**config.mk**
```make
export PLATFORM = sky130hd
export DESIGN_NAME = read_result
export DESIGN_NICKNAME = d
export VERILOG_FILES = /design/src/design/bus_pkg.sv /design/src/design/read_result.sv
export VERILOG_INCLUDE_DIRS = /design/src /design/src/design
export SDC_FILE = /design/constraint.sdc
export NUM_CORES = 1
export LEC_CHECK = 0
export BUFFER_PORTS_ARGS = -buffer_cell sky130_fd_sc_hd__clkbuf_2
export CAP_MARGIN = 20
export CORE_MARGIN = 2
export CORE_UTILIZATION = 46
export DETAILED_ROUTE_END_ITERATION = 8
export PLACE_DENSITY = 0.83
export SYNTH_ARGS = -nofsm -noshare
export SYNTH_HDL_FRONTEND = slang
export SYNTH_SLANG_ARGS = --single-unit
```
**constraint.sdc**
```tcl
create_clock -name CLK96 -period 3.2 [get_ports CLK96]
set_input_delay 0.16 -clock CLK96 [delete_from_list [all_inputs] [get_ports CLK96]]
set_output_delay 0.16 -clock CLK96 [all_outputs]
set_load 0.005 [all_outputs]
```
**src/design/bus_settings.svh**
```systemverilog
// --------------------------------------
// board constants for the main 68000 bus
// include in any file that decodes or sizes the bus
// --------------------------------------
`ifndef BUS_SETTINGS_SVH
`define BUS_SETTINGS_SVH

`define BUS_AW        23          // word address, a[23:1]
`define BUS_DW        16
`define WRAM_AW       15          // 64KB work RAM
`define PALRAM_AW     11          // 4KB palette

// region patterns, compared against the byte address
`define REGION_WRAM   8'h10       // a[23:16]
`define REGION_GCU    4'h3        // a[23:20]
`define REGION_PAL    4'h4        // a[23:20], palette aliases over it
`define REGION_SND    4'h6        // a[23:20]
`define IO_PAGE       12'h21C     // a[23:12]

// I/O page byte offsets
`define IO_IN1        12'h020
`define IO_IN2        12'h024
`define IO_SYS        12'h028
`define IO_DSWA       12'h02C
`define IO_DSWB       12'h030
`define IO_JMPR       12'h034
`define IO_VCOUNT     12'h03C

// GP9001 register offsets
`define GCU_SET_PTR   4'h0
`define GCU_RAM_H     4'h4
`define GCU_RAM_L     4'h6
`define GCU_SELECT    4'h8
`define GCU_WRITE_REG 4'hC

`endif

```
**src/design/bus_pkg.sv**
```systemverilog
// --------------------------------------
// bus-side types shared by the three stages
// region select, offset views and the bus word
// --------------------------------------
`include "bus_settings.svh"

package bus_pkg;

    // which device a cycle lands on
    typedef enum logic [2:0] {
        REG_NONE,
        REG_WRAM,
        REG_PAL,
        REG_GCU,
        REG_IO,
        REG_SND
    } region_t;

    // low 12 byte-address bits
    // io page uses the full offset, GP9001 only a 4-bit register field
    typedef union packed {
        logic [11:0] io;
        struct packed {
            logic [7:0] unused;
            logic [3:0] reg_field;
        } gcu;
    } bus_offset_u;

    typedef logic [`BUS_DW-1:0] bus_word_t;

endpackage

```
**src/design/read_result.sv**
```systemverilog
// --------------------------------------
// last stage of the main bus
// holds the read word and drives dtack_n until as_n rises;
// GP9001 cycles wait for the chip's acknowledge
// --------------------------------------
module read_result (
    input  logic               CLK96,
    input  logic               RESET96,
    input  logic               as_n,
    input  logic               done,
    input  bus_pkg::bus_word_t exec_data,
    input  logic               gcu_pending,
    input  logic               gp9001_ack,
    input  bus_pkg::bus_word_t gp9001_dout,
    output bus_pkg::bus_word_t rdata,
    output logic               dtack_n
);

    logic gcu_wait;   // strobe out, no ack yet

    always_ff @(posedge CLK96 or posedge RESET96) begin
        if (RESET96) begin
            rdata    <= '0;
            dtack_n  <= 1'b1;
            gcu_wait <= 1'b0;
        end else if (as_n) begin
            dtack_n  <= 1'b1;                 // master released the bus
            gcu_wait <= 1'b0;
        end else if (done && !gcu_pending) begin
            rdata   <= exec_data;
            dtack_n <= 1'b0;
        end else if ((done || gcu_wait) && gp9001_ack) begin
            rdata    <= gp9001_dout;          // sampled on the ack edge
            dtack_n  <= 1'b0;
            gcu_wait <= 1'b0;
        end else if (done) begin
            gcu_wait <= 1'b1;
        end
    end

endmodule

```
==> results.cfg <==
[clock_network]
clock_path_buffers = 2
clock-root-buffer = clkbuf_4
htree_levels = 1
cts_buffers = 3
path_clk_slew_ns = 0.09
clock-sinks = 18
cts_hold_buf = 1
ctsResizeCount = 0
cts_tree = yes
cts_setup_buffers = 0
clkLatencyLatePin_ns = 0.29

[floorplan]
num_rows = 16
initial_utilization_pct = 49.6
die_x_um = 50.4
die_h_um = 50.4
io_pins = 55
coreArea_mm2 = 0.00200
die-area_mm2 = 0.00254

[logic_synthesis]
synthSimpleGateAreaFrac_pct = 4.16
synth-xor-area-share_pct = 0
synth.net_count = 101
synthMuxAreaShare_pct = 43.1
yosysWarnings = 0
ys_seq_area_share_pct = 45.5
synth_top_cells_by_area = dfrtp_1, mux2_4, mux2_2
synth_fa_ha_area_share_pct = 0
synth_top_family_by_area = multiplexers
syn-cell-area_um2 = 992
synth_top_area_share_pct = 42.9
yosysTopAreaCell = dfrtp_1
synth-seq-cells = 18
syn-instance-count = 63
synth_compound_area_share_pct = 2.52
syn_avg_cell_area_um2 = 15.7
synth_cell_type_count = 14

[hold_path]
hold_class = in2reg

[routing]
wl_met2_mm = 1.04
highest_layer = met4
met3_length_um = 92
routed-via-count = 691
firstDrtPassIters = 2
wl_met1_um = 740
first_iter_violations = 3
drc = 0
drt-total-wl_mm = 1.89
wire_per_inst_um = 13.0
ant_nets = 0
avgViaCountPerCell = 4.73

[power_and_ir_drop]
power_mw = 0.585
p_int_mw = 0.435
p_per_area_mw_per_mm2 = 453
sequentialPowerShare_pct = 50.6
power.leakage_nw = 0.683
pwr-share-clk_pct = 19.6
vdd_drop_max_uv = 340
p_switching_mw = 0.149
p_comb_share_pct = 29.8
swShare_pct = 25.6

[setup_path]
startpoint_type = flop
max_stage_delay_ns = 0.71
cp_slowest_cell = nor3_4
reg2reg_slack_ns = 1.51
crit_arrival_ns = 1.86
worstPathRequired_ns = 3.37
path_cells = a21oi_1, nor3_4, mux2_2
cp_max_fo = 16
critPathCaptureType = flop
crit_type = reg2reg

[grt]
grt_start_max_net_pins = 19
overflow = 0
grt_pass1_vias = 685
grt_pass1_wl_mm = 3.18
grt_usage_pct = 16.8
antenna_found_initial = 0

[sta]
fin_crit_sh_pct = 52.9
hold_viol = 0
clock_skew_ns = 0.0121
finalSetupTns_ns = 0
tightestPinTransition_ns = 0.960
fin_ws_ns = 1.51
rsz0062_at_grt = false
max_slew_margin_pct = 36.0
fmax_ghz = 0.590
setup_viol = 0
fin_crit_ns = 1.69
slew_viol_final = 0

[cells_and_area]
fill_cells = 171
final_common_cell = clkbuf_2
antenna_cells = 0
multiInputGateArea_um2 = 494
regArea_um2 = 452
drive_gt1_share_pct = 78.2
fin_nets = 158
layout_common_cells = clkbuf_2, mux2_4, dfrtp_1
area_growth_pct = 30.0

[run]
drv_cap = 0

[placement]
place_ws_ns = 1.37
portBuffers = 54
globalplace.congestion = 0.822
hpwl_mm = 1.55

[outcome]
status = completed
state kept, by name, indices dropped and copies added (netlist names):
register	flops
rdata	16
dtack_n	1
gcu_wait	1
final timing paths:
| check | start | to | depth (start not counted) |
|---|---|---|---|
| max in group asynchronous | RESET96 | rdata[2]$_DFFE_PP0P_ | 3 |
| worst max-delay path | gcu_wait$_DFFE_PP0P_ | rdata[2]$_DFFE_PP0P_ | 3 |
| min in group asynchronous | RESET96 | rdata[1]$_DFFE_PP0P_ | 3 |
| worst max register to register | gcu_wait$_DFFE_PP0P_ | rdata[2]$_DFFE_PP0P_ | 3 |
| worst min register to register | dtack_n$_DFFE_PP1P_ | dtack_n$_DFFE_PP1P_ | 2 |
| worst min-delay path | as_n | gcu_wait$_DFFE_PP0P_ | 2 |
power groups by stage:
| stage | Sequential [mW] | Clock [mW] | Combinational [mW] |
|---|---|---|---|
| final | 0.296 | 0.114 | 0.174 |
| after global routing | 0.302 | 0.131 | 0.191 |
| after CTS | 0.296 | 0.118 | 0.178 |
| after detailed placement | 0.301 | 0 | 0.177 |
| after global placement | 0.299 | 0 | 0.171 |
| after floorplan | 0.302 | 0 | 0.0982 |
critical path: cells and delay by family, from the launching register on:
kind / cells / cell delay, ns
AO/OA/AOI/OAI: 1 / 0.10
flip-flops: 1 / 0.35
multiplexers: 1 / 0.42
AND/OR/NAND/NOR: 1 / 0.71
cells by family after synthesis:
| family | count (synthesis) |
|---|---|
| AOI/OAI and AO/OA | 4 |
| buffers and inverters | 4 |
| and+or+nand+nor | 5 |
| muxes | 32 |
| DFF | 18 |
metrics by stage:
| step | cells | hold WS [ns] | area, um^2 | utilization (%) |
|---|---|---|---|---|
| 6_report | 146 | 0.0834 | 1290 | 64.4 |
| 5_1_grt | 146 | 0.0820 | 1290 | 64.4 |
| 4_1_cts | 146 | 0.0780 | 1290 | 64.4 |
| 3_5_place_dp | 141 | 0.276 | 1250 | 62.6 |
| 3_3_place_gp | 141 | 0.266 | 1250 | 62.6 |
| 2_1_floorplan | 63 | 0.0978 | 992 | - |
synthesized netlist by cell type:
cell	instances
a21bo_2	1
inv_1	1
buf_12	1
nor3_4	1
buf_6	2
mux2_2	14
nor2b_2	1
dfrtp_1	17
a21oi_1	2
mux2_4	18
nand2_1	1
o21ai_0	1
dfstp_2	1
nand2b_1	2
layout make-up:
class,count,area share (%)
repair buffers,55,21.7
well taps,27,2.62
clock buffers,4,2.04
flip-flops and latches,18,35.0
multi-input cells,41,38.3
inverters,1,0.291
routing by layer:
| metal | track usage, % | up-vias |
|---|---|---|
| met3 | 3.87 | 2 |
| met5 | 0 | - |
| met4 | 6.76 | 0 |
| met1 | 18.1 | 327 |
| li1 | - | 341 |
| met2 | 31.1 | 21 |
No activity file was read; power rests on OpenSTA's default activity.
