<file path="src/design/bus_settings.svh">
// --------------------------------------
// board constants for the main 68000 bus
// include in any file that decodes or sizes the bus
// --------------------------------------
`ifndef BUS_SETTINGS_SVH
`define BUS_SETTINGS_SVH

`define BUS_AW        23          // word address, a[23:1]
`define BUS_DW        16
`define WRAM_AW       15          // 64KB work RAM
`define PALRAM_AW     11          // 4KB palette

// region patterns, compared against the byte address
`define REGION_WRAM   8'h10       // a[23:16]
`define REGION_GCU    4'h3        // a[23:20]
`define REGION_PAL    4'h4        // a[23:20], palette aliases over it
`define REGION_SND    4'h6        // a[23:20]
`define IO_PAGE       12'h21C     // a[23:12]

// I/O page byte offsets
`define IO_IN1        12'h020
`define IO_IN2        12'h024
`define IO_SYS        12'h028
`define IO_DSWA       12'h02C
`define IO_DSWB       12'h030
`define IO_JMPR       12'h034
`define IO_VCOUNT     12'h03C

// GP9001 register offsets
`define GCU_SET_PTR   4'h0
`define GCU_RAM_H     4'h4
`define GCU_RAM_L     4'h6
`define GCU_SELECT    4'h8
`define GCU_WRITE_REG 4'hC

`endif

</file>
<file path="src/design/bus_pkg.sv">
// --------------------------------------
// bus-side types shared by the three stages
// region select, offset views and the bus word
// --------------------------------------
`include "bus_settings.svh"

package bus_pkg;

    // which device a cycle lands on
    typedef enum logic [2:0] {
        REG_NONE,
        REG_WRAM,
        REG_PAL,
        REG_GCU,
        REG_IO,
        REG_SND
    } region_t;

    // low 12 byte-address bits
    // io page uses the full offset, GP9001 only a 4-bit register field
    typedef union packed {
        logic [11:0] io;
        struct packed {
            logic [7:0] unused;
            logic [3:0] reg_field;
        } gcu;
    } bus_offset_u;

    typedef logic [`BUS_DW-1:0] bus_word_t;

endpackage

</file>
<file path="src/design/cabinet_pkg.sv">
// --------------------------------------
// cabinet input word layouts
// bits are active high on the bus, inputs arrive active low
// --------------------------------------
package cabinet_pkg;

    typedef struct packed {
        logic spare;        // always 0
        logic btn3;
        logic btn2;
        logic btn1;
        logic right;
        logic left;
        logic down;
        logic up;
    } player_byte_t;

    typedef struct packed {
        logic [7:0] dip_c;
        logic       zero_hi;
        logic       start2_n;
        logic       start1_n;
        logic       coin2_n;
        logic       coin1_n;
        logic       test_n;
        logic       zero_lo;
        logic       service_n;
    } system_word_t;

endpackage

</file>
<file path="src/design/access_execute.sv">
// --------------------------------------
// second stage of the main bus
// RAM write enables, GP9001 strobes, sound latch and the
// I/O read words; exec_data and done land one edge after start
// --------------------------------------
`include "bus_settings.svh"

module access_execute (
    input  logic                 CLK96,
    input  logic                 RESET96,
    input  logic                 start,
    input  bus_pkg::region_t     region,
    input  bus_pkg::bus_offset_u offset,
    input  logic                 rw_q,
    input  logic [1:0]           ben,
    input  bus_pkg::bus_word_t   wdata_q,
    input  bus_pkg::bus_word_t   wram_q,
    input  bus_pkg::bus_word_t   pal_q,
    input  logic                 gp9001_ack,
    input  logic [9:0]           joystick1,
    input  logic [9:0]           joystick2,
    input  logic [3:0]           start_button,
    input  logic [3:0]           coin_input,
    input  logic                 service,
    input  logic                 dip_test,
    input  logic [7:0]           dipsw_a,
    input  logic [7:0]           dipsw_b,
    input  logic [7:0]           dipsw_c,
    input  logic [8:0]           v,
    input  logic                 hsync,
    input  logic                 vsync,
    input  logic                 fblank,
    output logic [1:0]           wram_we,
    output logic [1:0]           pal_we,
    output logic                 done,
    output bus_pkg::bus_word_t   exec_data,
    output logic                 gcu_pending,
    output logic                 gp9001_op_select_reg,
    output logic                 gp9001_op_write_reg,
    output logic                 gp9001_op_write_ram,
    output logic                 gp9001_op_read_ram_h,
    output logic                 gp9001_op_read_ram_l,
    output logic                 gp9001_op_set_ram_ptr,
    output logic [7:0]           soundlatch,
    output logic                 z80int
);
    import bus_pkg::*;
    import cabinet_pkg::*;

    player_byte_t p1;
    player_byte_t p2;
    system_word_t sys_word;
    bus_word_t    vstatus;
    bus_word_t    io_word;
    bus_word_t    read_word;
    logic         wr_cycle;

    // joystick inputs are active low
    function automatic player_byte_t player_byte(input logic [9:0] joy);
        player_byte_t pb;
        pb.spare = 1'b0;
        pb.btn3  = ~joy[6];
        pb.btn2  = ~joy[5];
        pb.btn1  = ~joy[4];
        pb.right = ~joy[0];
        pb.left  = ~joy[1];
        pb.down  = ~joy[2];
        pb.up    = ~joy[3];
        return pb;
    endfunction

    assign p1 = player_byte(joystick1);
    assign p2 = player_byte(joystick2);

    always_comb begin
        sys_word.dip_c     = dipsw_c;
        sys_word.zero_hi   = 1'b0;
        sys_word.start2_n  = ~start_button[1];
        sys_word.start1_n  = ~start_button[0];
        sys_word.coin2_n   = ~coin_input[1];
        sys_word.coin1_n   = ~coin_input[0];
        sys_word.test_n    = ~dip_test;
        sys_word.zero_lo   = 1'b0;
        sys_word.service_n = ~service;
    end

    // line counter saturates at 0xFF past the visible range
    assign vstatus = {hsync, vsync, 5'b11111, fblank, v[8] ? 8'hFF : v[7:0]};

    always_comb begin
        case (offset.io)
            `IO_IN1:    io_word = {2{p1}};
            `IO_IN2:    io_word = {2{p2}};
            `IO_SYS:    io_word = sys_word;
            `IO_DSWA:   io_word = {2{dipsw_a}};
            `IO_DSWB:   io_word = {2{dipsw_b}};
            `IO_JMPR:   io_word = {2{dipsw_c}};
            `IO_VCOUNT: io_word = vstatus;
            default:    io_word = '0;
        endcase
    end

    always_comb begin
        case (region)
            REG_WRAM: read_word = wram_q;
            REG_PAL:  read_word = pal_q;
            REG_IO:   read_word = io_word;
            default:  read_word = '0;   // GP9001 data comes in the result stage
        endcase
    end

    assign wr_cycle = start & ~rw_q;
    assign wram_we  = (wr_cycle && region == REG_WRAM) ? ben : 2'b00;
    assign pal_we   = (wr_cycle && region == REG_PAL) ? ben : 2'b00;

    assign gcu_pending = |{gp9001_op_select_reg, gp9001_op_write_reg, gp9001_op_write_ram,
                           gp9001_op_read_ram_h, gp9001_op_read_ram_l, gp9001_op_set_ram_ptr};

    always_ff @(posedge CLK96 or posedge RESET96) begin
        if (RESET96) begin
            done                  <= 1'b0;
            soundlatch            <= 8'h00;
            z80int                <= 1'b0;
            gp9001_op_select_reg  <= 1'b0;
            gp9001_op_write_reg   <= 1'b0;
            gp9001_op_write_ram   <= 1'b0;
            gp9001_op_read_ram_h  <= 1'b0;
            gp9001_op_read_ram_l  <= 1'b0;
            gp9001_op_set_ram_ptr <= 1'b0;
        end else begin
            done   <= start;
            z80int <= 1'b0;
            if (gp9001_ack) begin                // ack drops every strobe at once
                gp9001_op_select_reg  <= 1'b0;
                gp9001_op_write_reg   <= 1'b0;
                gp9001_op_write_ram   <= 1'b0;
                gp9001_op_read_ram_h  <= 1'b0;
                gp9001_op_read_ram_l  <= 1'b0;
                gp9001_op_set_ram_ptr <= 1'b0;
            end
            if (wr_cycle && region == REG_SND) begin
                soundlatch <= wdata_q[7:0];
                z80int     <= 1'b1;
            end
            if (start && region == REG_GCU) begin
                if (rw_q) begin
                    case (offset.gcu.reg_field)
                        `GCU_RAM_H: gp9001_op_read_ram_h <= 1'b1;
                        `GCU_RAM_L: gp9001_op_read_ram_l <= 1'b1;
                        default: ;                      // completes with 0
                    endcase
                end else begin
                    case (offset.gcu.reg_field)
                        `GCU_SET_PTR:          gp9001_op_set_ram_ptr <= 1'b1;
                        `GCU_RAM_H, `GCU_RAM_L: gp9001_op_write_ram  <= 1'b1;
                        `GCU_SELECT:           gp9001_op_select_reg  <= 1'b1;
                        `GCU_WRITE_REG:        gp9001_op_write_reg   <= 1'b1;
                        default: ;
                    endcase
                end
            end
        end
    end

    // writes return 0
    always_ff @(posedge CLK96) begin
        if (start)
            exec_data <= rw_q ? read_word : '0;
    end

endmodule

</file>
<file path="config.mk">
export PLATFORM = sky130hd
export DESIGN_NAME = access_execute
export DESIGN_NICKNAME = d
export VERILOG_FILES = /design/src/design/bus_pkg.sv /design/src/design/cabinet_pkg.sv /design/src/design/access_execute.sv
export VERILOG_INCLUDE_DIRS = /design/src /design/src/design
export SDC_FILE = /design/constraint.sdc
export NUM_CORES = 1
export LEC_CHECK = 0
export ABC_AREA = 1
export BUFFER_PORTS_ARGS = -buffer_cell sky130_fd_sc_hd__buf_2
export CELL_PAD_IN_SITES_DETAIL_PLACEMENT = 0
export CELL_PAD_IN_SITES_GLOBAL_PLACEMENT = 1
export CORE_MARGIN = 3
export CORE_UTILIZATION = 28
export CTS_CLUSTER_SIZE = 10
export DETAILED_ROUTE_END_ITERATION = 6
export GPL_TIMING_DRIVEN = 0
export PLACE_DENSITY_LB_ADDON = 0.1
export SYNTH_ARGS = -nofsm -noshare
export SYNTH_HDL_FRONTEND = slang
export SYNTH_SLANG_ARGS = --single-unit
</file>
<file path="constraint.sdc">
create_clock -name CLK96 -period 1.15 [get_ports CLK96]
set_input_delay 0.0575 -clock CLK96 [delete_from_list [all_inputs] [get_ports CLK96]]
set_output_delay 0.0575 -clock CLK96 [all_outputs]
set_load 0.05 [all_outputs]
</file>
==> impl_metrics.ini <==
[die]
io_pins = 173
start_util_pct = 29.5
row_count = 34
core_mm2 = 0.00898
die_h_um = 103
dieWidth_um = 103
die_area_mm2 = 0.0107

[synthesis]
synthesis.nets = 500
avgSynthCellArea_um2 = 7.28
synthTopCellsByArea = edfxtp_1 18%, dfrtp_1 15%, nand2_1 11%
yosys.area.top_type = edfxtp_1
yosysUniqueCellTypes = 32
ys_warn_count = 0
synth_top_area_share_pct = 18.1
synth_area_mm2 = 0.00265
syn_inst = 364
ys_seq_area_share_pct = 33.2
yosys_register_bits = 32
ys_async_sr_fraction_pct = 50.0
synth-edff-count = 16
synth_ff_type = edfxtp_1

[global_route]
grt_pass1_vias = 3022
antenna_found_initial = 0
grt_usage_pct = 17.6
grt_pass1_wl_um = 14600
overflow = 0
grt_max_degree = 20

[timing]
fin_crit_sh_pct = 110
setup_violations = 16
fin_crit_ns = 1.27
setup_slack_ns = -0.118
holdWs_ns = 0.00199
rsz0062_at_grt = true
max_slew_margin_pct = 50.4
worst_slew_pin_slew_ns = 0.745
finalHoldViolations = 0
fin_worst_skew_ns = 0
maxSlewViolCount = 0
timing.setup.tns_ns = -0.721
fmax_mhz = 789

[detailed_routing]
via_per_inst = 4.56
drc_errors = 0
drt-initial-drc-count = 81
routed_wl_um = 9880
vias = 3136
drt_pass1_iterations = 4
ant_nets = 0
drt-wirelength-per-cell_um = 14.4

[clock_tree]
tritoncts.num_buffers = 5
clock-sinks = 32
path_clk_slew_ns = 0.07
clock_path_buffers = 2
clock_latency_ns = 0.29
cts-root-buf = clkbuf_8
cts_tree = yes
ctsHtreeMaxLevel = 2

[placement]
routabilityCongestion = 0.838
hpwl_um = 7480
io_buffer_count = 154

[pwr]
vdd_drop_max_mv = 0.420
p_leak_nw = 2.45
power_density_mw_per_mm2 = 775

[hold_path]
worstHoldPathType = in -> reg
whs_path_depth = 2

[status]
run_status = finished with violations
violations = setup timing

[worst_setup_path]
slowest_stage = dfrtp_1
reg2reg_depth = 3
crit_chain = nor4_4 > nand2_2 > buf_6
path_class = reg -> out
end_kind = output port
cp-start-kind = flip-flop
required_ns = 1.09
cpPeakStageDelay_ns = 0.41
worstPathArrival_ns = 1.21
path_max_fanout = 2
r2r_slack_ns = 0.36

[layout]
syn_to_final_growth_pct = 73.0
drive_above_1_share_pct = 56.4
diodes = 0
nNetsFinal = 697
regMostFlops = exec_data
largest_register_ffs = 16
top_regs = exec_data: 16 flops, soundlatch: 8 flops

[job]
maxCapViolCount = 0
## where the power goes
group          switching [mW]  internal (mW)
Clock                   0.446          0.555
Combinational           0.768          0.433
Sequential             0.0370           1.31
Total                    1.25           2.30
## cell usage after synthesis (6+ instances only)
| master | count |
|---|---|
| o21ai_0 | 7 |
| nand3b_1 | 14 |
| nand3_1 | 42 |
| dfrtp_1 | 16 |
| inv_1 | 44 |
| nor2_1 | 44 |
| nand2_2 | 12 |
| nand2_1 | 80 |
| a22o_1 | 15 |
| buf_2 | 6 |
| edfxtp_1 | 16 |
| mux2_2 | 8 |
| a21oi_2 | 10 |
| nor2_4 | 6 |
## final timing paths
check / startpoint / endpoint
worst min-delay path: wdata_q[3] / soundlatch[3]
worst max-delay path: gp9001_op_read_ram_l / gcu_pending
worst min register to register: soundlatch[1] / soundlatch[1]
worst max register to register: gp9001_op_read_ram_h / gp9001_op_read_ram_h
min in group asynchronous: RESET96 / soundlatch[3]
max in group asynchronous: RESET96 / gp9001_op_write_ram
## critical path, delay by kind of cell, from the launching register on
family	cells	cell delay, ns
DFF	1	0.41
and+or+nand+nor	2	0.36
buffers and inverters	1	0.15
## layer usage
metal / vias up / part of all wire (%) / track usage (%)
li1: 1586 / - / -
met1: 1403 / 44 / 23.3
met2: 133 / 48 / 29.5
met3: 14 / 6.4 / 2.28
met4: 0 / 1.8 / 6.37
met5: - / 0 / 0
## repair_timing
action                                  in CTS  in global routing
resized for setup                           55                 43
pin swaps                                   29                 23
buffers inserted                            22                  6
endpoints found under the hold margin       19                  1
endpoints found under the setup margin      28                 30
hold buffers                                 4                  1
gates cloned                                 1                  3
## stage by stage
step	instances	setup WS [ns]	utilization (%)	instance area [um^2]	power, mW
finish	688	-0.118	51.1	4580	3.55
global route	688	-0.175	51.1	4580	3.71
CTS	679	-0.126	47.7	4290	3.53
detailed placement	644	-0.587	41.8	3750	2.48
global placement	644	-0.542	41.8	3750	2.46
floorplan	364	-0.0966	-	2820	2.06
## layout by cell type, fill, tap and decap left out, types with 15 or more instances in the layout
master,n
nor2_1,32
buf_6,16
buf_2,140
buf_4,24
nand2_2,23
a22o_1,15
nand3_1,36
inv_1,40
nand2_1,59
edfxtp_1,16
## cells by family (layout without fill, tap and decap cells)
| kind of cell | count (synthesis) | count (layout) | share of synthesized area, % |
|---|---|---|---|
| and+or+nand+nor | 225 | 225 | 42.9 |
| buffers and inverters | 61 | 259 | 9.68 |
| AOI/OAI and AO/OA | 38 | 38 | 10.8 |
| DFF | 32 | 32 | 33.2 |
| muxes | 8 | 8 | 3.40 |
## cell type report
| class | instances | area, um^2 |
|---|---|---|
| clock inverters | 2 | 11.3 |
| multi-input cells | 271 | 1850 |
| clock buffers | 6 | 93.8 |
| flip-flops and latches | 32 | 885 |
| well taps | 126 | 158 |
| repair buffers | 191 | 1250 |
| plain buffers | 11 | 130 |
| fillers | 915 | 4390 |
| inverters | 49 | 208 |
(Power assumes the default switching activity.)
