## src/design/bus_settings.svh

```systemverilog
// --------------------------------------
// board constants for the main 68000 bus
// include in any file that decodes or sizes the bus
// --------------------------------------
`ifndef BUS_SETTINGS_SVH
`define BUS_SETTINGS_SVH

`define BUS_AW        23          // word address, a[23:1]
`define BUS_DW        16
`define WRAM_AW       15          // 64KB work RAM
`define PALRAM_AW     11          // 4KB palette

// region patterns, compared against the byte address
`define REGION_WRAM   8'h10       // a[23:16]
`define REGION_GCU    4'h3        // a[23:20]
`define REGION_PAL    4'h4        // a[23:20], palette aliases over it
`define REGION_SND    4'h6        // a[23:20]
`define IO_PAGE       12'h21C     // a[23:12]

// I/O page byte offsets
`define IO_IN1        12'h020
`define IO_IN2        12'h024
`define IO_SYS        12'h028
`define IO_DSWA       12'h02C
`define IO_DSWB       12'h030
`define IO_JMPR       12'h034
`define IO_VCOUNT     12'h03C

// GP9001 register offsets
`define GCU_SET_PTR   4'h0
`define GCU_RAM_H     4'h4
`define GCU_RAM_L     4'h6
`define GCU_SELECT    4'h8
`define GCU_WRITE_REG 4'hC

`endif

```

## src/design/bus_pkg.sv

```systemverilog
// --------------------------------------
// bus-side types shared by the three stages
// region select, offset views and the bus word
// --------------------------------------
`include "bus_settings.svh"

package bus_pkg;

    // which device a cycle lands on
    typedef enum logic [2:0] {
        REG_NONE,
        REG_WRAM,
        REG_PAL,
        REG_GCU,
        REG_IO,
        REG_SND
    } region_t;

    // low 12 byte-address bits
    // io page uses the full offset, GP9001 only a 4-bit register field
    typedef union packed {
        logic [11:0] io;
        struct packed {
            logic [7:0] unused;
            logic [3:0] reg_field;
        } gcu;
    } bus_offset_u;

    typedef logic [`BUS_DW-1:0] bus_word_t;

endpackage

```

## src/design/bus_decode.sv

```systemverilog
// --------------------------------------
// first stage of the main bus
// latches each 68000 cycle and finds its region;
// start pulses once, one edge after as_n is first seen low
// --------------------------------------
`include "bus_settings.svh"

module bus_decode (
    input  logic                 CLK96,
    input  logic                 RESET96,
    input  logic                 as_n,
    input  logic                 rw,
    input  logic                 uds_n,
    input  logic                 lds_n,
    input  logic [`BUS_AW-1:0]   addr,
    input  bus_pkg::bus_word_t   wdata,
    output logic                 start,
    output bus_pkg::region_t     region,
    output bus_pkg::bus_offset_u offset,
    output logic [`BUS_AW-1:0]   word_addr,
    output logic                 rw_q,
    output logic [1:0]           ben,
    output bus_pkg::bus_word_t   wdata_q
);
    import bus_pkg::*;

    logic [23:0] byte_addr;
    logic        as_q;
    logic        as_prev;
    region_t     region_d;

    assign byte_addr = {addr, 1'b0};   // follows the memory map

    always_comb begin
        if (byte_addr[23:16] == `REGION_WRAM)
            region_d = REG_WRAM;
        else if (byte_addr[23:12] == `IO_PAGE)
            region_d = REG_IO;
        else if (byte_addr[23:20] == `REGION_GCU)
            region_d = REG_GCU;
        else if (byte_addr[23:20] == `REGION_PAL)
            region_d = REG_PAL;
        else if (byte_addr[23:20] == `REGION_SND)
            region_d = REG_SND;
        else
            region_d = REG_NONE;
    end

    always_ff @(posedge CLK96 or posedge RESET96) begin
        if (RESET96) begin
            as_q    <= 1'b1;
            as_prev <= 1'b1;
            start   <= 1'b0;
            region  <= REG_NONE;
            rw_q    <= 1'b1;
            ben     <= 2'b00;
        end else begin
            as_q    <= as_n;
            as_prev <= as_q;
            start   <= as_prev & ~as_q;      // falling edge of as_n
            if (!as_n) begin
                region <= region_d;
                rw_q   <= rw;
                ben    <= {~uds_n, ~lds_n};  // upper lane in bit 1
            end
        end
    end

    // address and data, held for the whole cycle
    always_ff @(posedge CLK96) begin
        if (!as_n) begin
            word_addr <= addr;
            offset.io <= byte_addr[11:0];
            wdata_q   <= wdata;
        end
    end

endmodule

```

## config.mk

```make
export PLATFORM = sky130hd
export DESIGN_NAME = bus_decode
export DESIGN_NICKNAME = d
export VERILOG_FILES = /design/src/design/bus_pkg.sv /design/src/design/bus_decode.sv
export VERILOG_INCLUDE_DIRS = /design/src /design/src/design
export SDC_FILE = /design/constraint.sdc
export NUM_CORES = 1
export LEC_CHECK = 0
export ABC_AREA = 1
export BUFFER_PORTS_ARGS = -buffer_cell sky130_fd_sc_hd__buf_2
export CAP_MARGIN = 10
export CELL_PAD_IN_SITES_DETAIL_PLACEMENT = 1
export CELL_PAD_IN_SITES_GLOBAL_PLACEMENT = 1
export CORE_MARGIN = 10
export CORE_UTILIZATION = 33
export CTS_BUF_LIST = sky130_fd_sc_hd__clkbuf_4 sky130_fd_sc_hd__clkbuf_8
export CTS_CLUSTER_SIZE = 24
export DETAILED_ROUTE_END_ITERATION = 8
export PLACE_DENSITY_LB_ADDON = 0.05
export SLEW_MARGIN = 20
export SYNTH_ARGS = -nofsm -noshare
export SYNTH_HDL_FRONTEND = slang
export SYNTH_SLANG_ARGS = --single-unit
```

## constraint.sdc

```tcl
create_clock -name CLK96 -period 0.8 [get_ports CLK96]
set_input_delay 0.2 -clock CLK96 [delete_from_list [all_inputs] [get_ports CLK96]]
set_output_delay 0.2 -clock CLK96 [all_outputs]
set_load 0.1 [all_outputs]
```

==> results of run 1 <==
==> repair_timing <==
| action | in CTS | in global routing |
|---|---|---|
| hold buffers | 1 | 0 |
| endpoints found under the setup margin | 58 | 59 |
| endpoints found under the hold margin | 6 | 0 |
| setup buffers | 1 | 0 |
| gates resized for setup | 1 | 3 |
==> layout make-up <==
class | count | area [um^2] | share of cell area (%)
inverter | 12 | 57.6 | 1.78
clock buffer | 7 | 83.8 | 2.59
multi-input combinational | 41 | 174 | 5.37
clock inverter | 1 | 3.75 | 0.116
sequential | 48 | 1430 | 44.0
timing repair buffer | 106 | 1410 | 43.4
tap | 70 | 87.6 | 2.70
==> through the flow <==
stage | TNS [ns] | power, mW | setup slack, ns | hold slack, ns | utilization, %
6_report | -20.25 | 7.51 | -0.507 | 0.0728 | 63.8
5_1_grt | -22.35 | 7.76 | -0.534 | 0.0545 | 63.8
4_1_cts | -21.22 | 7.57 | -0.521 | 0.0623 | 63.6
3_5_place_dp | -5.73 | 6.11 | -0.182 | 0.169 | 61.4
3_3_place_gp | -4.10 | 6.04 | -0.176 | 0.164 | 61.4
2_1_floorplan | -20.00 | 5.04 | -0.626 | 0.0259 | -
==> cell usage in the layout (no fill, tap or decap), drive strengths merged <==
cell         instances
nor2                11
inv                 12
buf                105
o21ai                3
dlygate4sd3          1
clkinv               1
nor3                 1
edfxtp              39
clkbuf               7
conb                 1
nand4                1
dfrtp                6
nand2               23
nand3                1
dfstp                3
==> logic make-up (layout without fill, tap and decap cells) <==
family          Yosys count  after routing
compound gates            3              3
buf+inv                  25            126
simple gates             37             37
flops                    48             48
other cells               1              1
==> synthesized netlist by cell type <==
master	count
buf_2	1
buf_4	12
conb_1	1
dfrtp_1	6
dfstp_2	3
edfxtp_1	39
inv_1	9
inv_2	2
inv_4	1
nand2_1	23
nand3_1	1
nand4_1	1
nor2_1	11
nor3_1	1
o21ai_0	2
o21ai_1	1
==> per-layer routing <==
layer | global-route usage, % | share of wire, %
met1 | 14.2 | 38
met2 | 23.9 | 53
met3 | 5.05 | 7.0
met4 | 5.91 | 2.0
met5 | 0 | 0
==> report_power, final <==
part | internal (mW) | switching (mW) | leakage [nW]
combinational | 0.953 | 1.95 | 0.889
clock | 0.678 | 0.782 | 0.0467
sequential | 2.94 | 0.201 | 0.483
total | 4.58 | 2.93 | 1.42
==> worst paths after layout <==
path                          start  slack, ns    endpoint
max                            rw_q      -0.51        rw_q
min                        wdata[3]       0.07  wdata_q[3]
max reg2reg                  ben[1]      -0.03      ben[1]
min reg2reg                    as_q       0.37     as_prev
max in group asynchronous   RESET96       0.11     as_prev
min in group asynchronous   RESET96       0.40      ben[1]
==> registers in the layout, summed over array words and instances (netlist names) <==
register,count
as_prev,1
as_q,1
start,1
region,3
ben,2
word_addr,23
wdata_q,16
rw_q,1
==> worst reg2reg max path, delay by kind of cell, from the launching register on <==
kind                   cells  cell delay (ns)
and+or+nand+nor            1             0.04
DFF                        1             0.50
AOI/OAI and AO/OA          1             0.05
buffers and inverters      1             0.13
==> run_summary.xml, run 1 <==
<?xml version="1.0" encoding="UTF-8"?>
<metrics>
  <group name="timing">
    <metric name="period_share" unit="%">163</metric>
    <metric name="report.final.hold_viol_count" unit="">0</metric>
    <metric name="fmax" unit="MHz">765</metric>
    <metric name="setup_slack" unit="ns">-0.507</metric>
    <metric name="finalCriticalPeriod" unit="ns">1.31</metric>
    <metric name="rsz0062_at_grt" unit="">true</metric>
    <metric name="setup-violations-final" unit="">59</metric>
    <metric name="clock-skew-final" unit="ns">0.000476</metric>
    <metric name="final_number_of_max_transition_violations" unit="">0</metric>
  </group>
  <group name="floorplanning">
    <metric name="floorplan.die.width" unit="um">91.9</metric>
    <metric name="floorplan_row_count" unit="">26</metric>
    <metric name="floorplan.core_area" unit="mm^2">0.00507</metric>
    <metric name="i_o_pins" unit="">103</metric>
    <metric name="dieArea" unit="mm^2">0.00844</metric>
    <metric name="initial_core_util" unit="%">33.6</metric>
    <metric name="chip_height" unit="um">91.9</metric>
  </group>
  <group name="placement">
    <metric name="placed_cell_area" unit="mm^2">0.00312</metric>
    <metric name="gp_congestion" unit="">0.747</metric>
    <metric name="post_detailed_placement_half_perimeter_wirelength" unit="um">4780</metric>
    <metric name="post-place-cells" unit="">275</metric>
    <metric name="io_buffers" unit="">101</metric>
  </group>
  <group name="setup_path">
    <metric name="crit_path_top_delay_cell" unit="">dfstp_4</metric>
    <metric name="setup.worst_path.class" unit="">reg -&gt; out</metric>
    <metric name="timing.critical_path.slowest_cell_delay" unit="ns">0.64</metric>
    <metric name="end_kind" unit="">output pin</metric>
    <metric name="critPathMaxFanout" unit="">2</metric>
    <metric name="worst_path_dominant_cell_family" unit="">flip-flops</metric>
    <metric name="arrival_time_of_data_at_the_critical_path_endpoint" unit="ns">1.11</metric>
    <metric name="cp.buffers_inverters" unit="">1</metric>
    <metric name="r2r.worst_path.cells" unit="">3</metric>
    <metric name="worst_setup_path_start_kind" unit="">flop</metric>
    <metric name="cp.required" unit="ns">0.60</metric>
    <metric name="cp_num_cells" unit="">1</metric>
    <metric name="critical_path.cell_chain" unit="">buf_12</metric>
  </group>
  <group name="detailed_routing">
    <metric name="drc" unit="">0</metric>
    <metric name="routed_wire_length_per_instance" unit="um">20.2</metric>
    <metric name="num_vias" unit="">1249</metric>
    <metric name="detailed_router_iteration_count_before_antenna_repair" unit="">4</metric>
    <metric name="drt_iter0_drc" unit="">46</metric>
    <metric name="via_density_per_instance" unit="">4.38</metric>
    <metric name="ant_nets" unit="">0</metric>
    <metric name="route.final.wire_length" unit="um">5770</metric>
  </group>
  <group name="power_and_ir_drop">
    <metric name="power.density_cell_area" unit="mW/mm^2">2320</metric>
    <metric name="power.static_leakage" unit="nW">1.42</metric>
    <metric name="peakVddDrop" unit="mV">1.24</metric>
  </group>
  <group name="hold_path">
    <metric name="holdCritPathClass" unit="">in -&gt; reg</metric>
    <metric name="hold_critical_path_depth" unit="">1</metric>
  </group>
  <group name="final_layout">
    <metric name="filler_free_cell_count_of_the_finished_design" unit="">285</metric>
    <metric name="drive_above_1_share" unit="%">58.6</metric>
    <metric name="antenna_cells" unit="">0</metric>
    <metric name="stdcell_area" unit="mm^2">0.00324</metric>
    <metric name="number_of_fill_cells" unit="">482</metric>
    <metric name="fin_nets" unit="">259</metric>
    <metric name="layout-area-overhead-vs-synth" unit="%">89.9</metric>
  </group>
  <group name="clock_network">
    <metric name="clock_tree_root_driver_cell" unit="">clkbuf_8</metric>
    <metric name="tritoncts.num_buffers" unit="">5</metric>
    <metric name="cts.sinks" unit="">48</metric>
    <metric name="htreeDepth" unit="">2</metric>
    <metric name="path_clk_slew" unit="ns">0.08</metric>
    <metric name="clkLatencyLatePin" unit="ns">0.30</metric>
    <metric name="clockBufferDepth" unit="">2</metric>
    <metric name="clock_tree_from_tritoncts" unit="">yes</metric>
  </group>
  <group name="synthesis">
    <metric name="synthAdderAreaFrac" unit="%">0</metric>
    <metric name="synth_area_per_cell" unit="um^2">15.0</metric>
    <metric name="post_synth_main_area_contributors" unit="">edfxtp_1 69%, dfrtp_1 8.8%, buf_4 5.3%</metric>
    <metric name="post_synth_xor_area_fraction" unit="%">0</metric>
    <metric name="synth_cell_type_count" unit="">16</metric>
    <metric name="synthesis.instances" unit="">114</metric>
    <metric name="synth_top_cell_area_share" unit="%">68.7</metric>
    <metric name="yosys.area_share.simple" unit="%">8.44</metric>
    <metric name="synth_mux_area_share" unit="%">0</metric>
    <metric name="ys_seq_elements" unit="">48</metric>
    <metric name="synthDominantAreaCellType" unit="">edfxtp_1</metric>
    <metric name="synth_warnings" unit="">0</metric>
    <metric name="postSynthNetCount" unit="">159</metric>
    <metric name="seq_area_frac_synth" unit="%">82.1</metric>
    <metric name="synth_top_family_by_area" unit="">simple AND/OR/NAND/NOR gates</metric>
    <metric name="synth_compound_gate_area_share" unit="%">0.880</metric>
    <metric name="cell_area_synth" unit="mm^2">0.00171</metric>
  </group>
  <group name="grt">
    <metric name="grt_usage" unit="%">13.6</metric>
    <metric name="globalRoute.totalOverflow" unit="">0</metric>
    <metric name="grt_pass1_wl" unit="um">8620</metric>
    <metric name="maximum_number_of_pins_on_one_net_before_global_route_repair" unit="">44</metric>
    <metric name="grt_antenna_before_repair" unit="">0</metric>
    <metric name="via_count_of_the_first_global_routing_pass" unit="">1370</metric>
  </group>
  <group name="run">
    <metric name="maxCapViolCount" unit="">0</metric>
  </group>
  <group name="run_status">
    <metric name="outcome" unit="">finished with violations</metric>
    <metric name="failed_checks" unit="">setup timing</metric>
  </group>
</metrics>
Power figures use the tool's default switching activity.
==> run 2, diff against run 1 <==
BUFFER_PORTS_ARGS = -buffer_cell sky130_fd_sc_hd__clkbuf_2   (was -buffer_cell sky130_fd_sc_hd__buf_2)
CORE_MARGIN = 1.5   (was 10)
==> run 2 against run 1 <==
Compared with the run above:
- the flow still finishes with violations (setup timing)
- non-clock buffer count decreased by 1
- clock power decreased by 9%
- flip-flop and latch count is the same
- maximum frequency grew 0.38%
- total power decreased by 2.1%
- routed wire length fell by 18%
- worst hold slack better by 0.00053 ns
==> run_summary.xml, run 2 (synthesis results as in run 1) <==
<?xml version="1.0" encoding="UTF-8"?>
<metrics>
  <group name="run_status">
    <metric name="outcome" unit="">finished with violations</metric>
    <metric name="failed_checks" unit="">setup timing</metric>
  </group>
  <group name="placement">
    <metric name="post-place-cells" unit="">272</metric>
    <metric name="post_detailed_placement_half_perimeter_wirelength" unit="um">3830</metric>
    <metric name="gp_congestion" unit="">0.710</metric>
    <metric name="io_buffers" unit="">101</metric>
  </group>
  <group name="timing">
    <metric name="rsz0062_at_grt" unit="">true</metric>
    <metric name="period_share" unit="%">163</metric>
    <metric name="clock-skew-final" unit="ns">0.000480</metric>
    <metric name="finalCriticalPeriod" unit="ns">1.30</metric>
    <metric name="final_number_of_max_transition_violations" unit="">0</metric>
    <metric name="fmax" unit="MHz">768</metric>
    <metric name="report.final.hold_viol_count" unit="">0</metric>
    <metric name="setup_slack" unit="ns">-0.502</metric>
    <metric name="setup-violations-final" unit="">57</metric>
  </group>
  <group name="floorplanning">
    <metric name="floorplan_row_count" unit="">25</metric>
    <metric name="floorplan.core_area" unit="mm^2">0.00485</metric>
    <metric name="floorplan.die.width" unit="um">74.9</metric>
    <metric name="initial_core_util" unit="%">35.2</metric>
    <metric name="i_o_pins" unit="">103</metric>
    <metric name="chip_height" unit="um">74.9</metric>
    <metric name="dieArea" unit="mm^2">0.00561</metric>
  </group>
  <group name="final_layout">
    <metric name="layout_common_cells" unit="">57 x buf_12, 44 x clkbuf_2, 39 x edfxtp_1</metric>
    <metric name="area_occupied_by_multi_input_gates" unit="um^2">163</metric>
    <metric name="drive_above_1_share" unit="%">56.8</metric>
    <metric name="number_of_fill_cells" unit="">452</metric>
    <metric name="layout-area-overhead-vs-synth" unit="%">87.7</metric>
    <metric name="filler_free_cell_count_of_the_finished_design" unit="">280</metric>
    <metric name="largest_register_ffs" unit="">23</metric>
    <metric name="layout_top_registers" unit="">word_addr (23), wdata_q (16), region (3)</metric>
    <metric name="seqCellArea" unit="mm^2">0.00143</metric>
    <metric name="antenna_cells" unit="">0</metric>
    <metric name="finish.utilization" unit="%">66.0</metric>
    <metric name="registers.top_by_ff_count" unit="">word_addr</metric>
    <metric name="most_common_library_cell_in_the_layout_ignoring_fill_and_taps" unit="">buf_12</metric>
    <metric name="fin_nets" unit="">258</metric>
  </group>
  <group name="setup_path">
    <metric name="r2r_slack" unit="ns">0.01</metric>
    <metric name="timing.critical_path.slowest_cell_delay" unit="ns">0.64</metric>
    <metric name="worst_setup_path_start_kind" unit="">flop</metric>
    <metric name="worst_path_dominant_cell_family" unit="">flip-flops</metric>
    <metric name="critPathMaxFanout" unit="">2</metric>
    <metric name="reg2reg_from" unit="">rw_q</metric>
    <metric name="end_kind" unit="">output pin</metric>
    <metric name="r2r-end" unit="">rw_q</metric>
    <metric name="worst_setup_path_start" unit="">rw_q</metric>
    <metric name="crit_path_top_delay_cell" unit="">dfstp_4</metric>
    <metric name="cp.buffers_inverters" unit="">1</metric>
    <metric name="setup.worst_path.class" unit="">reg -&gt; out</metric>
    <metric name="cp_num_cells" unit="">1</metric>
    <metric name="arrival_time_of_data_at_the_critical_path_endpoint" unit="ns">1.10</metric>
    <metric name="cp.required" unit="ns">0.60</metric>
    <metric name="cp-endpoint" unit="">rw_q</metric>
    <metric name="r2r.worst_path.cells" unit="">2</metric>
    <metric name="critical_path.cell_chain" unit="">buf_12</metric>
  </group>
  <group name="power_and_ir_drop">
    <metric name="p_sw" unit="mW">2.88</metric>
    <metric name="switching_share" unit="%">39.2</metric>
    <metric name="power.density_cell_area" unit="mW/mm^2">2300</metric>
    <metric name="peakVddDrop" unit="mV">1.21</metric>
    <metric name="power.static_leakage" unit="nW">1.41</metric>
    <metric name="pwr-share-comb" unit="%">39.0</metric>
    <metric name="clock_power_share" unit="%">18.2</metric>
    <metric name="p_int" unit="mW">4.46</metric>
    <metric name="seqPwrFrac" unit="%">42.8</metric>
  </group>
  <group name="clock_network">
    <metric name="clkLatencyLatePin" unit="ns">0.29</metric>
    <metric name="setup_repair_bufs_after_cts" unit="">0</metric>
    <metric name="tritoncts.num_buffers" unit="">5</metric>
    <metric name="clock_tree_root_driver_cell" unit="">clkbuf_8</metric>
    <metric name="htreeDepth" unit="">2</metric>
    <metric name="path_clk_slew" unit="ns">0.08</metric>
    <metric name="clock_tree_from_tritoncts" unit="">yes</metric>
    <metric name="clockBufferDepth" unit="">2</metric>
    <metric name="cts.sinks" unit="">48</metric>
  </group>
  <group name="detailed_routing">
    <metric name="route.final.wire_length" unit="um">4710</metric>
    <metric name="ant_nets" unit="">0</metric>
    <metric name="detailed_router_iteration_count_before_antenna_repair" unit="">4</metric>
    <metric name="drc" unit="">0</metric>
    <metric name="routed_wire_length_per_instance" unit="um">16.8</metric>
    <metric name="via_density_per_instance" unit="">4.38</metric>
    <metric name="drt_iter0_drc" unit="">83</metric>
    <metric name="num_vias" unit="">1225</metric>
  </group>
  <group name="run">
    <metric name="maxCapViolCount" unit="">0</metric>
  </group>
  <group name="grt">
    <metric name="grt_pass1_wl" unit="um">7330</metric>
    <metric name="grt_antenna_before_repair" unit="">0</metric>
    <metric name="maximum_number_of_pins_on_one_net_before_global_route_repair" unit="">44</metric>
    <metric name="globalRoute.totalOverflow" unit="">0</metric>
    <metric name="grt_usage" unit="%">18.6</metric>
    <metric name="via_count_of_the_first_global_routing_pass" unit="">1344</metric>
  </group>
  <group name="hold_path">
    <metric name="holdCritPathClass" unit="">in -&gt; reg</metric>
  </group>
</metrics>
run 2: cell count changes in the layout (fill, tap and decap cells not counted), sizes merged:
cell and delta:
buf -45, clkbuf +42, clkinv +1
run 2: repair_timing:
action,4_1_cts,5_1_grt
endpoints found under the setup margin,57,58
hold buffers,1,0
hold endpoints to repair,6,0
gates resized for setup,0,0
run 2: metal layers:
layer	track usage (%)	vias up	share of wire [%]
met5	0	-	0
met4	7.07	0	2.1
met3	6.43	10	8.2
met2	30.8	66	52
met1	22.5	587	38
li1	-	562	-
run 2: worst min-delay path by stage:
stage	cells past startpoint	endpoint	start	slack, ns
2_1_floorplan	1	ben[0]	RESET96	0.03
3_3_place_gp	2	start	RESET96	0.15
3_5_place_dp	2	start	RESET96	0.16
4_1_cts	1	wdata_q[2]	wdata[2]	0.06
5_1_grt	1	wdata_q[2]	wdata[2]	0.05
6_report	1	wdata_q[6]	wdata[6]	0.07
run 2: area by class of cell:
| class | instances | area share [%] |
|---|---|---|
| sequential | 48 | 44.6 |
| timing repair buffer | 105 | 43.5 |
| multi-input combinational | 41 | 5.08 |
| tap | 67 | 2.62 |
| clock buffer | 5 | 2.15 |
| inverter | 12 | 1.80 |
| clock inverter | 2 | 0.235 |
run 2: power groups by stage:
stage	combinational, mW	clock [mW]	sequential (mW)
after floorplan	0.623	0	4.42
after global placement	2.83	0	3.18
final	2.87	1.33	3.15
after global routing	2.93	1.46	3.17
after detailed placement	2.88	0	3.21
after CTS	2.89	1.37	3.15
run 2: per-stage QoR:
stage | power [mW] | area [um^2] | setup WS (ns) | hold slack (ns) | TNS, ns
3_5_place_dp | 6.09 | 3110 | -0.185 | 0.161 | -6.35
6_report | 7.35 | 3200 | -0.502 | 0.0734 | -20.11
5_1_grt | 7.56 | 3200 | -0.531 | 0.0543 | -22.07
3_3_place_gp | 6.01 | 3110 | -0.175 | 0.148 | -4.53
2_1_floorplan | 5.04 | 1890 | -0.626 | 0.0259 | -20.00
4_1_cts | 7.41 | 3200 | -0.512 | 0.0624 | -20.79
